<file path="src/hw/mmc3_pkg.sv">
/* MMC3 shared types and constants: CPU bus, register select enum,
   mapping state and IRQ command structs */
`default_nettype none

package mmc3_pkg;

	localparam int PRG_BANK_W = 6;  // 8 KB PRG bank number
	localparam int CHR_BANK_W = 8;  // 1 KB CHR bank number
	localparam int MEM_ADDR_W = 22; // Flat cartridge memory space

	// Upper address bits that place each region in the flat space
	localparam logic [8:0] PRG_RAM_BASE = 9'b111100000; // PRG RAM at the top
	localparam logic [3:0] CHR_ROM_BASE = 4'b1000;      // CHR ROM above PRG ROM

	localparam logic [PRG_BANK_W-1:0] PRG_LAST_BANK        = 6'd63; // Fixed at $E000
	localparam logic [PRG_BANK_W-1:0] PRG_SECOND_LAST_BANK = 6'd62; // Fixed at $8000/$C000

	typedef logic [MEM_ADDR_W-1:0] mem_addr_t;

	// CPU side access, qualified externally by the M2 enable
	typedef struct packed {
		logic [15:0] addr;  // CPU A15..A0
		logic [7:0]  data;  // Write data
		logic        write; // Write strobe
	} cpu_bus_t;

	// Register selected by {A14, A13, A0} within $8000-$FFFF
	typedef enum logic [2:0] {
		REG_BANK_SELECT = 3'b000, // $8000 even
		REG_BANK_DATA   = 3'b001, // $8001 odd
		REG_MIRRORING   = 3'b010, // $A000 even
		REG_RAM_PROTECT = 3'b011, // $A001 odd
		REG_IRQ_LATCH   = 3'b100, // $C000 even
		REG_IRQ_RELOAD  = 3'b101, // $C001 odd
		REG_IRQ_DISABLE = 3'b110, // $E000 even
		REG_IRQ_ENABLE  = 3'b111  // $E001 odd
	} mmc3_reg_e;

	// Registered banking state seen by both address translators
	typedef struct packed {
		logic prg_mode;     // Swaps $8000 and $C000 windows
		logic chr_invert;   // Swaps the 2 KB and 1 KB halves
		logic mirror_horiz; // 1 selects horizontal mirroring
		logic ram_enable;   // PRG RAM chip enable
		logic ram_protect;  // PRG RAM write protect
		logic [1:0][PRG_BANK_W-1:0] prg_bank; // R6, R7
		// R0..R5; R0 and R1 keep the 2 KB number, data bits 7..1
		logic [5:0][CHR_BANK_W-1:0] chr_bank;
	} map_state_t;

	// One-clk command pulses to the scanline counter
	typedef struct packed {
		logic       latch_wr;    // $C000 write
		logic       reload;      // $C001 write
		logic       disable_irq; // $E000 write
		logic       enable;      // $E001 write
		logic [7:0] data;        // Latch value
	} irq_cmd_t;

endpackage

`default_nettype wire

</file>
<file path="src/hw/mmc3_chr_map.sv">
/* MMC3 CHR address translation and nametable A10 / chip enable */
`default_nettype none

module mmc3_chr_map (
	input  wire  [13:0]           chr_addr_i, // PPU A13..A0
	input  mmc3_pkg::map_state_t  state_i,
	output mmc3_pkg::mem_addr_t   chr_addr_o,
	output logic                  vram_a10_o,
	output logic                  vram_ce_o
);

	logic                            half_hi; // 1 KB bank half selected
	logic [mmc3_pkg::CHR_BANK_W-1:0] chr_bank; // Final 1 KB bank
	logic [2:0]                      fine_idx; // R2..R5

	assign half_hi  = chr_addr_i[12] ^ state_i.chr_invert;
	assign fine_idx = {1'b0, chr_addr_i[11:10]} + 3'd2;

	always_comb begin
		if (!half_hi) begin
			// 2 KB bank, A10 picks the 1 KB half
			chr_bank = {state_i.chr_bank[chr_addr_i[11]][mmc3_pkg::CHR_BANK_W-2:0],
				chr_addr_i[10]};
		end else begin
			chr_bank = state_i.chr_bank[fine_idx];
		end
	end

	assign chr_addr_o = {mmc3_pkg::CHR_ROM_BASE, chr_bank, chr_addr_i[9:0]};

	// Horizontal mirroring pairs nametables by A11
	assign vram_a10_o = state_i.mirror_horiz ? chr_addr_i[11] : chr_addr_i[10];
	assign vram_ce_o  = chr_addr_i[13]; // $2000 and up is CIRAM

endmodule

`default_nettype wire

</file>
<file path="src/hw/mmc3_prg_map.sv">
/* MMC3 PRG address translation: 8 KB ROM windows, PRG RAM window,
   access allow */
`default_nettype none

module mmc3_prg_map (
	input  mmc3_pkg::cpu_bus_t    cpu_i,
	input  mmc3_pkg::map_state_t  state_i,
	output mmc3_pkg::mem_addr_t   prg_addr_o,
	output logic                  prg_allow_o
);

	logic [mmc3_pkg::PRG_BANK_W-1:0] prg_bank; // Bank for the current window
	logic                            ram_win;  // $6000-$7FFF
	logic                            ram_ok;   // Permitted RAM access

	// Window select from A14..A13 and mode
	always_comb begin
		case ({cpu_i.addr[14:13], state_i.prg_mode})
			3'b00_0: prg_bank = state_i.prg_bank[0];              // $8000 R6
			3'b00_1: prg_bank = mmc3_pkg::PRG_SECOND_LAST_BANK;   // $8000 fixed
			3'b01_0,
			3'b01_1: prg_bank = state_i.prg_bank[1];              // $A000 R7
			3'b10_0: prg_bank = mmc3_pkg::PRG_SECOND_LAST_BANK;   // $C000 fixed
			3'b10_1: prg_bank = state_i.prg_bank[0];              // $C000 R6
			default: prg_bank = mmc3_pkg::PRG_LAST_BANK;          // $E000 always last
		endcase
	end

	assign ram_win = (cpu_i.addr[15:13] == 3'b011);
	assign ram_ok  = ram_win && state_i.ram_enable
		&& !(state_i.ram_protect && cpu_i.write); // Protect blocks writes only

	// RAM sits at the top of the flat space, ROM at the bottom
	assign prg_addr_o = ram_ok ? {mmc3_pkg::PRG_RAM_BASE, cpu_i.addr[12:0]}
		: {3'b000, prg_bank, cpu_i.addr[12:0]};

	// ROM is read only
	assign prg_allow_o = (cpu_i.addr[15] && !cpu_i.write) || ram_ok;

endmodule

`default_nettype wire

</file>
<file path="src/hw/mmc3_reg_file.sv">
/* MMC3 register file: CPU write decode, bank and mode registers,
   IRQ command pulse generation */
`default_nettype none

module mmc3_reg_file (
	input  wire                   clk,
	input  wire                   rst_n_i,
	input  wire                   ce_i,      // M2 enable
	input  mmc3_pkg::cpu_bus_t    cpu_i,
	output mmc3_pkg::map_state_t  state_o,
	output mmc3_pkg::irq_cmd_t    irq_cmd_o
);

	mmc3_pkg::map_state_t state_q; // Banking and mode state
	logic [2:0]           bank_idx_q; // Target of next bank data write
	logic                 wr_en;      // Qualified write to $8000-$FFFF
	mmc3_pkg::mmc3_reg_e  reg_sel;    // Decoded register

	assign wr_en   = ce_i && cpu_i.write && cpu_i.addr[15];
	assign reg_sel = mmc3_pkg::mmc3_reg_e'({cpu_i.addr[14:13], cpu_i.addr[0]});

	always_ff @(posedge clk) begin
		if (!rst_n_i) begin
			state_q    <= '0; // All banks 0, RAM off
			bank_idx_q <= 3'd0;
		end else if (wr_en) begin
			case (reg_sel)
				mmc3_pkg::REG_BANK_SELECT: begin
					state_q.chr_invert <= cpu_i.data[7];
					state_q.prg_mode   <= cpu_i.data[6];
					bank_idx_q         <= cpu_i.data[2:0];
				end
				mmc3_pkg::REG_BANK_DATA: begin
					case (bank_idx_q)
						// 2 KB banks ignore data bit 0
						3'd0, 3'd1: state_q.chr_bank[bank_idx_q] <= {1'b0, cpu_i.data[7:1]};
						3'd2, 3'd3, 3'd4, 3'd5: state_q.chr_bank[bank_idx_q] <= cpu_i.data;
						3'd6: state_q.prg_bank[0] <= cpu_i.data[mmc3_pkg::PRG_BANK_W-1:0];
						3'd7: state_q.prg_bank[1] <= cpu_i.data[mmc3_pkg::PRG_BANK_W-1:0];
						default: ;
					endcase
				end
				mmc3_pkg::REG_MIRRORING: begin
					state_q.mirror_horiz <= cpu_i.data[0]; // 0 vertical, 1 horizontal
				end
				mmc3_pkg::REG_RAM_PROTECT: begin
					state_q.ram_enable  <= cpu_i.data[7];
					state_q.ram_protect <= cpu_i.data[6];
				end
				default: ; // IRQ registers live in the counter block
			endcase
		end
	end

	assign state_o = state_q;

	// Command pulses, one clk wide since wr_en needs ce_i
	always_comb begin
		irq_cmd_o             = '0;
		irq_cmd_o.data        = cpu_i.data;
		irq_cmd_o.latch_wr    = wr_en && (reg_sel == mmc3_pkg::REG_IRQ_LATCH);
		irq_cmd_o.reload      = wr_en && (reg_sel == mmc3_pkg::REG_IRQ_RELOAD);
		irq_cmd_o.disable_irq = wr_en && (reg_sel == mmc3_pkg::REG_IRQ_DISABLE);
		irq_cmd_o.enable      = wr_en && (reg_sel == mmc3_pkg::REG_IRQ_ENABLE);
	end

endmodule

`default_nettype wire

</file>
<file path="src/hw/mmc3_scanline_irq.sv">
/* MMC3 scanline IRQ: A12 rise filter, down-counter with latch and
   reload, IRQ enable and line */
`default_nettype none

module mmc3_scanline_irq #(
	parameter bit          ALT_IRQ    = 1'b0, // 1 selects MMC3A "alternate" zero behaviour
	parameter int unsigned A12_FILTER = 15    // Low ce cycles before A12 counts again, >= 1
) (
	input  wire                 clk,
	input  wire                 rst_n_i,
	input  wire                 ce_i,      // M2 enable
	input  wire                 chr_a12_i, // PPU A12
	input  mmc3_pkg::irq_cmd_t  irq_cmd_i,
	output logic                irq_o
);

	localparam int FILT_W = $clog2(A12_FILTER + 1);

	logic [FILT_W-1:0] filt_q;     // Cool-down after A12 high
	logic [7:0]        counter_q;  // Scanline down-counter
	logic [7:0]        latch_q;    // Reload value
	logic              reload_q;   // Reload pending
	logic              irq_en_q;   // IRQ enable
	logic              irq_q;
	logic              a12_edge;   // Counted A12 rise
	logic [7:0]        next_cnt;
	logic              irq_set;

	assign a12_edge = ce_i && chr_a12_i && (filt_q == '0);
	assign next_cnt = ((counter_q == 8'd0) || reload_q) ? latch_q : counter_q - 8'd1;

	// Normal flavour fires at zero, alternate only on a transition to zero
	assign irq_set = a12_edge && (next_cnt == 8'd0) && irq_en_q
		&& (!ALT_IRQ || (counter_q != 8'd0) || reload_q);

	// A12 filter
	always_ff @(posedge clk) begin
		if (!rst_n_i) begin
			filt_q <= '0;
		end else if (ce_i) begin
			if (chr_a12_i) begin
				filt_q <= FILT_W'(A12_FILTER); // Restart cool-down
			end else if (filt_q != '0) begin
				filt_q <= filt_q - FILT_W'(1);
			end
		end
	end

	// Counter, latch and reload flag
	always_ff @(posedge clk) begin
		if (!rst_n_i) begin
			counter_q <= 8'd0;
			latch_q   <= 8'd0;
			reload_q  <= 1'b0;
		end else begin
			if (irq_cmd_i.latch_wr) begin
				latch_q <= irq_cmd_i.data;
			end
			if (irq_cmd_i.reload) begin
				reload_q <= 1'b1;
			end
			if (a12_edge) begin
				counter_q <= next_cnt;
				reload_q  <= 1'b0; // Edge wins over same-cycle reload write
			end
		end
	end

	// Enable bit and IRQ line
	always_ff @(posedge clk) begin
		if (!rst_n_i) begin
			irq_en_q <= 1'b0;
			irq_q    <= 1'b0;
		end else begin
			if (irq_cmd_i.enable) begin
				irq_en_q <= 1'b1;
			end
			if (irq_set) begin
				irq_q <= 1'b1;
			end
			if (irq_cmd_i.disable_irq) begin
				irq_en_q <= 1'b0; // Also acknowledges
				irq_q    <= 1'b0;
			end
		end
	end

	assign irq_o = irq_q;

endmodule

`default_nettype wire

</file>
<file path="src/hw/mmc3_top.sv">
/* MMC3 mapper top: register file, PRG and CHR translators,
   scanline IRQ */
`default_nettype none

module mmc3_top #(
	parameter bit          ALT_IRQ    = 1'b0, // IRQ zero behaviour flavour
	parameter int unsigned A12_FILTER = 15    // A12 low cycles to rearm
) (
	input  wire                  clk,
	input  wire                  rst_n_i,
	input  wire                  ce_i,       // M2 enable
	input  mmc3_pkg::cpu_bus_t   cpu_i,
	input  wire  [13:0]          chr_addr_i, // PPU address
	output mmc3_pkg::mem_addr_t  prg_addr_o,
	output logic                 prg_allow_o,
	output mmc3_pkg::mem_addr_t  chr_addr_o,
	output logic                 vram_a10_o,
	output logic                 vram_ce_o,
	output logic                 irq_o
);

	mmc3_pkg::map_state_t map_state; // Registered banking state
	mmc3_pkg::irq_cmd_t   irq_cmd;   // Decoded IRQ writes

	mmc3_reg_file u_reg_file (
		.clk       (clk),
		.rst_n_i   (rst_n_i),
		.ce_i      (ce_i),
		.cpu_i     (cpu_i),
		.state_o   (map_state),
		.irq_cmd_o (irq_cmd)
	);

	mmc3_prg_map u_prg_map (
		.cpu_i       (cpu_i),
		.state_i     (map_state),
		.prg_addr_o  (prg_addr_o),
		.prg_allow_o (prg_allow_o)
	);

	mmc3_chr_map u_chr_map (
		.chr_addr_i (chr_addr_i),
		.state_i    (map_state),
		.chr_addr_o (chr_addr_o),
		.vram_a10_o (vram_a10_o),
		.vram_ce_o  (vram_ce_o)
	);

	mmc3_scanline_irq #(
		.ALT_IRQ    (ALT_IRQ),
		.A12_FILTER (A12_FILTER)
	) u_scanline_irq (
		.clk       (clk),
		.rst_n_i   (rst_n_i),
		.ce_i      (ce_i),
		.chr_a12_i (chr_addr_i[12]), // Raw A12, filtered inside
		.irq_cmd_i (irq_cmd),
		.irq_o     (irq_o)
	);

endmodule

`default_nettype wire

</file>
<file path="config.mk">
export PLATFORM = sky130hd
export DESIGN_NAME = mmc3_top
export DESIGN_NICKNAME = d
export VERILOG_FILES = /design/src/hw/mmc3_pkg.sv /design/src/hw/mmc3_chr_map.sv /design/src/hw/mmc3_prg_map.sv /design/src/hw/mmc3_reg_file.sv /design/src/hw/mmc3_scanline_irq.sv /design/src/hw/mmc3_top.sv
export SDC_FILE = /design/constraint.sdc
export NUM_CORES = 1
export LEC_CHECK = 0
export BUFFER_PORTS_ARGS = -buffer_cell sky130_fd_sc_hd__buf_4
export CAP_MARGIN = 5
export CORE_ASPECT_RATIO = 1.1
export CORE_MARGIN = 2
export CORE_UTILIZATION = 55
export DETAILED_ROUTE_END_ITERATION = 6
export PLACE_DENSITY = 0.8
export SYNTH_ARGS = -nofsm -noshare
export SYNTH_HDL_FRONTEND = slang
export SYNTH_SLANG_ARGS = --single-unit
</file>
<file path="constraint.sdc">
create_clock -name clk -period 2.2 [get_ports clk]
set_clock_uncertainty 0.1 [all_clocks]
set_input_delay 0.22 -clock clk [delete_from_list [all_inputs] [get_ports clk]]
set_output_delay 0.22 -clock clk [all_outputs]
set_load 0.01 [all_outputs]
</file>
# [After elaboration in Yosys (flattened, before gate mapping)]
# Index checks and enable logic that the tools add are counted.
[classes] add_sub_neg=3 n_bitwise=2 eq_ne=20 order_cmp=4 reduce_logical=42 muxes=16
[op_table] operator="bitwise mux 48 bit" n=2
[op_table] operator="case mux 48 bit (2 select lines)" n=1
[op_table] operator="two-way mux 8 bit" n=4
[op_table] operator="== test 3 bit, second input constant" n=10
[op_table] operator="binary-select mux 8 bit (select 3 bit)" n=1
[op_table] operator="demux 8 bit (select 3 bit)" n=1
[op_table] operator="two-way mux 22 bit" n=1
[op_table] operator="== test 3 x 2 -> 1 bit, second input constant" n=7
[op_table] operator="case mux 6 bit (3 select lines)" n=1
[op_table] operator="zero test 8 bit" n=2
[op_table] operator="logical AND 1 bit" n=15
[op_table] operator="two-way mux 7 bit" n=2
[op_table] operator="OR reduction 2 bit" n=6
[op_table] operator="== test 3 x 1 -> 1 bit, second input constant" n=3
[op_table] operator="zero test 3 bit" n=3
[op_table] operator="AND reduction 3 bit" n=3
[op_table] operator="< comparator 3 x 4 -> 1 bit, second input constant" n=2
[op_table] operator="two-way mux 4 bit" n=2
[op_table] operator="AND reduction 2 bit" n=4
[op_table] operator="subtractor 8 x 1 -> 8 bit, second input constant" n=1
[op_table] operator="zero test 4 bit" n=1
[op_table] operator="< comparator 1 x 4 -> 1 bit, second input constant" n=1
[op_table] operator="nonzero test 2 bit" n=2
[op_table] operator="nonzero test 4 bit" n=1
[op_table] operator="9 further kinds" n=11
[word_totals] in_bits=42 regBits=91

# [Longest topological paths before layout]
[logic_depth] depth_word=6 depth_mapped=8 mapped_depth_nobuf=7

# [Modules after synthesis]
# A second synthesis with hierarchy kept.
[unflattened] hier_cells=504 area_unflattened_um2=4819.6
[modules_own_cells] module="mmc3_reg_file" area_each_um2=2757.6 seq_area_each_um2=1361.3 cells_per_inst=270 n_inst=1
[modules_own_cells] module="mmc3_scanline_irq" area_each_um2=1291.2 seq_area_each_um2=460.4 cells_per_inst=142 n_inst=1
[modules_own_cells] module="mmc3_chr_map" area_each_um2=500.5 seq_area_each_um2=0.0 cells_per_inst=55 n_inst=1
[modules_own_cells] module="mmc3_prg_map" area_each_um2=270.3 seq_area_each_um2=0.0 cells_per_inst=37 n_inst=1

# [Least setup slack after synthesis]
# No wires, ideal clock.
[synth_path] path_type="flip-flop to flip-flop" from="register u_scanline_irq.counter_q[0]" to="register u_scanline_irq.counter_q[5]" t_arrival_ns=1.741 slack_ns=0.289 stages_incl_launch_ff=9 setup_time_ns=0.070 synth_period_minus_slack_ns=1.911 t_required_ns=2.030 path_cell_list="dfxtp_1 -> inv_1 -> ha_1 -> nor2b_1 -> a31oi_2 -> buf_4 -> nor2_1 -> a211o_1 -> a21oi_1"
[synth_via] elab_chain_len=3 elab_cells_between_ends=4
[synth_lines] element="from (decl)" line_no="mmc3_scanline_irq.sv:20" source="logic [7:0] counter_q;"
[synth_lines] element="from (signal assigned)" line_no="mmc3_scanline_irq.sv:63" source="counter_q <= next_cnt;"
[synth_lines] element="parallel branches: the longest is 2 deep, another holds subtractor 8 x 1 -> 8 bit"
[synth_lines] element="two-way mux 8 bit (*)" line_no="mmc3_scanline_irq.sv:30" source="assign next_cnt = ((counter_q == 8'd0) || reload_q) ? latch_q : counter_q - 8'd1;"
# Mark *: on every way between the ends.
# A chain may end at the register's enable or synchronous reset.

# [Final worst setup path]
[layout_path] from="register u_scanline_irq.filt_q[0]" to="register u_scanline_irq.counter_q[2]"
[layout_via] elab_chain_len=2
[layout_lines] element="from (decl)" line_no="mmc3_scanline_irq.sv:19" source="logic [FILT_W-1:0] filt_q;"
[layout_lines] element="from (signal assigned)" line_no="mmc3_scanline_irq.sv:42" source="filt_q <= FILT_W'(A12_FILTER);"
[layout_lines] element="from (signal assigned)" line_no="mmc3_scanline_irq.sv:44" source="filt_q <= filt_q - FILT_W'(1);"
[layout_lines] element="zero test 4 bit" line_no="mmc3_scanline_irq.sv:29" source="assign a12_edge = ce_i && chr_a12_i && (filt_q == '0);"
[layout_lines] element="logical AND 1 bit" line_no="mmc3_scanline_irq.sv:29"
# No other way between the ends.

==> run_results.csv <==
group,metric,value,unit
worst_setup_path,required,2.36,ns
placed_design,dp_hpwl,6.41,mm
grt,grt_pass1_vias,3264,
power,p_leak,1.96,nW
clock_tree,tritoncts,"built",
synth,synth-edff-count,0,
detailed_routing,dr.pass1.iters,5,
detailed_routing,via_count,3444,
detailed_routing,wirelength,9.42,mm
grt,grtUsageTotal,22.5,%
sta,hold_violations,0,
detailed_routing,initialDrtViolationCount,291,
hold_path,hold_path_class,"primary input to flop",
sta,rsz0062_at_grt,"false",
synth,synth-async-reset-ratio,0,%
synth,syn_avg_cell_area,8.85,um2
synth,synth_ff_type,"dfxtp_1",
placed_design,numPortBuffers,39,
worst_setup_path,r2r_end,"u_scanline_irq.counter_q[2]$_SDFFE_PN0P_",
grt,grt_pass1_wl,15.6,mm
layout,fillers,630,
clock_tree,htreeDepth,3,
synth,synth_area_leaders,"dfxtp_1, mux2i_1, buf_4",
detailed_routing,wire_per_inst,15.3,um
detailed_routing,drc,0,
clock_tree,ctsResizeCount,0,
job,cap_violations,0,
synth,synth_warnings,0,
outcome,status,"finished, final reports clean",
layout,num_antenna_cells,0,
worst_setup_path,crit_type,"flop to flop",
die,start_util,56.3,%
worst_setup_path,startpoint_type,"flop",
layout,layout.nets,547,
layout,final_cell_mix,"dfxtp_1, nor2_1, mux2i_1",
worst_setup_path,critical_path.max_fanout,12,
grt,grt-ovfl-total,0,
detailed_routing,drt.antenna.violating_nets,0,
layout,layoutNonFillerInstCount,614,
worst_setup_path,arrival,2.17,ns
worst_setup_path,r2r_setup_slack,0.18,ns
die,coreArea,0.00787,mm2
placed_design,dp_cells,598,
die,dieWidth,89.6,um
layout,final_util,61.2,%
synth,synth_compound_area_share,10.2,%
synth,syn-instance-count,501,
layout,syn_to_final_growth,8.58,%
hold_path,holdPathEnd,"u_scanline_irq.counter_q[4]$_SDFFE_PN0P_",
synth,synth.distinct_cells,56,
synth,yosysSeqAreaShare,40.2,%
power,p_per_area,676,mW/mm2
hold_path,whs_path_depth,2,
die,die_h,98.2,um
grt,grt_max_degree,85,
synth,ys_seq_elements,89,
sta,setup_tns,0,ns
sta,drv_slew,0,
clock_tree,clock_sinks,89,
synth,muxShareOfSynthArea,18.3,%
hold_path,hold_start,"rst_n_i",
detailed_routing,routed_via_density,5.61,
sta,finalCritPeriodShare,91.6,%
sta,period_needed,2.02,ns
clock_tree,postCtsSetupBuffers,0,
sta,setup-violations-final,0,
clock_tree,insertion_delay,0.36,ns
die,rows,34,
synth,synth_top_area_share,40.2,%
sta,fmax,496,MHz
layout,drive_gt1_share,17.4,%
worst_setup_path,end_kind,"flop",
synth,synth_top_family_by_area,"simple AND/OR/NAND/NOR gates",
clock_tree,clk_path_buf_depth,2,
worst_setup_path,rr_worst_depth,7,
clock_tree,clkTransAtPathRegs,0.09,ns
synth,netlist_area,0.00443,mm2
worst_setup_path,r2r-start,"u_scanline_irq.filt_q[0]$_SDFFE_PN0P_",
synth,yosysTopAreaCell,"dfxtp_1",
clock_tree,hold_buffers,0,
grt,antenna_found_initial,0,
die,ios,90,
clock_tree,root_buffer,"clkbuf_8",
synth,yosys.area_share.adder,1.13,%
clock_tree,numCtsBuffers,9,
synth,synthXorXnorAreaFrac,0.988,%
synth,synthSimpleGateAreaFrac,19.7,%
placed_design,finalWeightedCongestion,0.846,
layout,final_common_cell,"dfxtp_1",
power,peakVddDrop,506,uV
die,dieArea,0.00880,mm2
-- routing by layer --
| metal | wire [um] | global-route usage, % | part of all wire [%] |
|---|---|---|---|
| met5 | 0 | 0 | 0 |
| met2 | 4660 | 35.0 | 49 |
| met1 | 4150 | 30.5 | 44 |
| met4 | 145 | 9.07 | 1.5 |
| met3 | 463 | 4.23 | 4.9 |
-- power breakdown --
part | internal [W] | switching (W)
Combinational | 0.000142 | 0.000221
Sequential | 0.00163 | 0.0000177
Clock | 0.000674 | 0.000571
-- flip-flops by register name, indices dropped and copies added (netlist names) --
signal	count
u_reg_file.bank_idx_q	3
u_scanline_irq.counter_q	8
u_reg_file.state_o	63
u_scanline_irq.latch_q	8
u_scanline_irq.filt_q	4
u_scanline_irq.reload_q	1
u_scanline_irq.irq_o	1
u_scanline_irq.irq_en_q	1
-- kinds of logic after synthesis --
logic type,after synthesis
adder cells (fa/ha/maj),4
other,2
buffers and inverters,73
flip-flops,89
multiplexers,72
XOR/XNOR,5
AND/OR/NAND/NOR,182
AO/OA/AOI/OAI,74
-- final cells by class --
class	instances	area, um2	share of cell area (%)
timing repair buffer	52	403	8.37
multi-input combinational	341	2240	46.6
inverter	8	30.0	0.624
clock buffer	12	145	3.01
tap	108	135	2.81
sequential	89	1780	37.0
clock inverter	4	76.3	1.59
-- cells in the mapped netlist (all sizes together), types with 4 or more instances --
| cell type | number |
|---|---|
| a31oi | 4 |
| clkbuf | 23 |
| ha | 4 |
| o21bai | 4 |
| inv | 8 |
| nor3 | 10 |
| nand3 | 26 |
| dfxtp | 89 |
| nand2 | 45 |
| nor2b | 4 |
| nor2 | 76 |
| mux4 | 7 |
| mux2i | 63 |
| a21oi | 39 |
| o21ai | 11 |
| nand3b | 4 |
| buf | 42 |
-- worst max-delay path, stage by stage (launching register included) --
cell and delay, ns:
dfxtp_1 0.32, inv_1 0.12, ha_1 0.15, or3b_1 0.40
or2_2 0.41, a21oi_1 0.16, o22ai_1 0.10, and2_1 0.17
-- how the worst max path moves through the flow --
stage	endpoint	cells past startpoint	slack, ns	startpoint
CTS	u_scanline_irq.counter_q[2]$_SDFFE_PN0P_	7	0.20	u_scanline_irq.filt_q[0]$_SDFFE_PN0P_
floorplan	u_scanline_irq.counter_q[5]$_SDFFE_PN0P_	8	0.29	u_scanline_irq.counter_q[0]$_SDFFE_PN0P_
detailed placement	u_scanline_irq.counter_q[2]$_SDFFE_PN0P_	7	0.20	u_scanline_irq.filt_q[0]$_SDFFE_PN0P_
global placement	u_scanline_irq.counter_q[2]$_SDFFE_PN0P_	7	0.28	u_scanline_irq.filt_q[0]$_SDFFE_PN0P_
global route	u_scanline_irq.irq_o$_SDFFE_PP0P_	7	0.07	u_scanline_irq.filt_q[0]$_SDFFE_PN0P_
finish	u_scanline_irq.counter_q[2]$_SDFFE_PN0P_	7	0.18	u_scanline_irq.filt_q[0]$_SDFFE_PN0P_
-- metrics by stage --
step | worst slack [ns] | instance area (um2) | total power (W) | hold WS (ns)
after global placement | 0.282 | 4590 | 0.00203 | 0.339
after global routing | 0.0727 | 4810 | 0.00337 | 0.0489
final | 0.185 | 4810 | 0.00326 | 0.0572
after detailed placement | 0.204 | 4590 | 0.00204 | 0.340
after CTS | 0.196 | 4810 | 0.00326 | 0.0452
after floorplan | 0.289 | 4440 | 0.00198 | 0.283
Power figures use the tool's default switching activity.
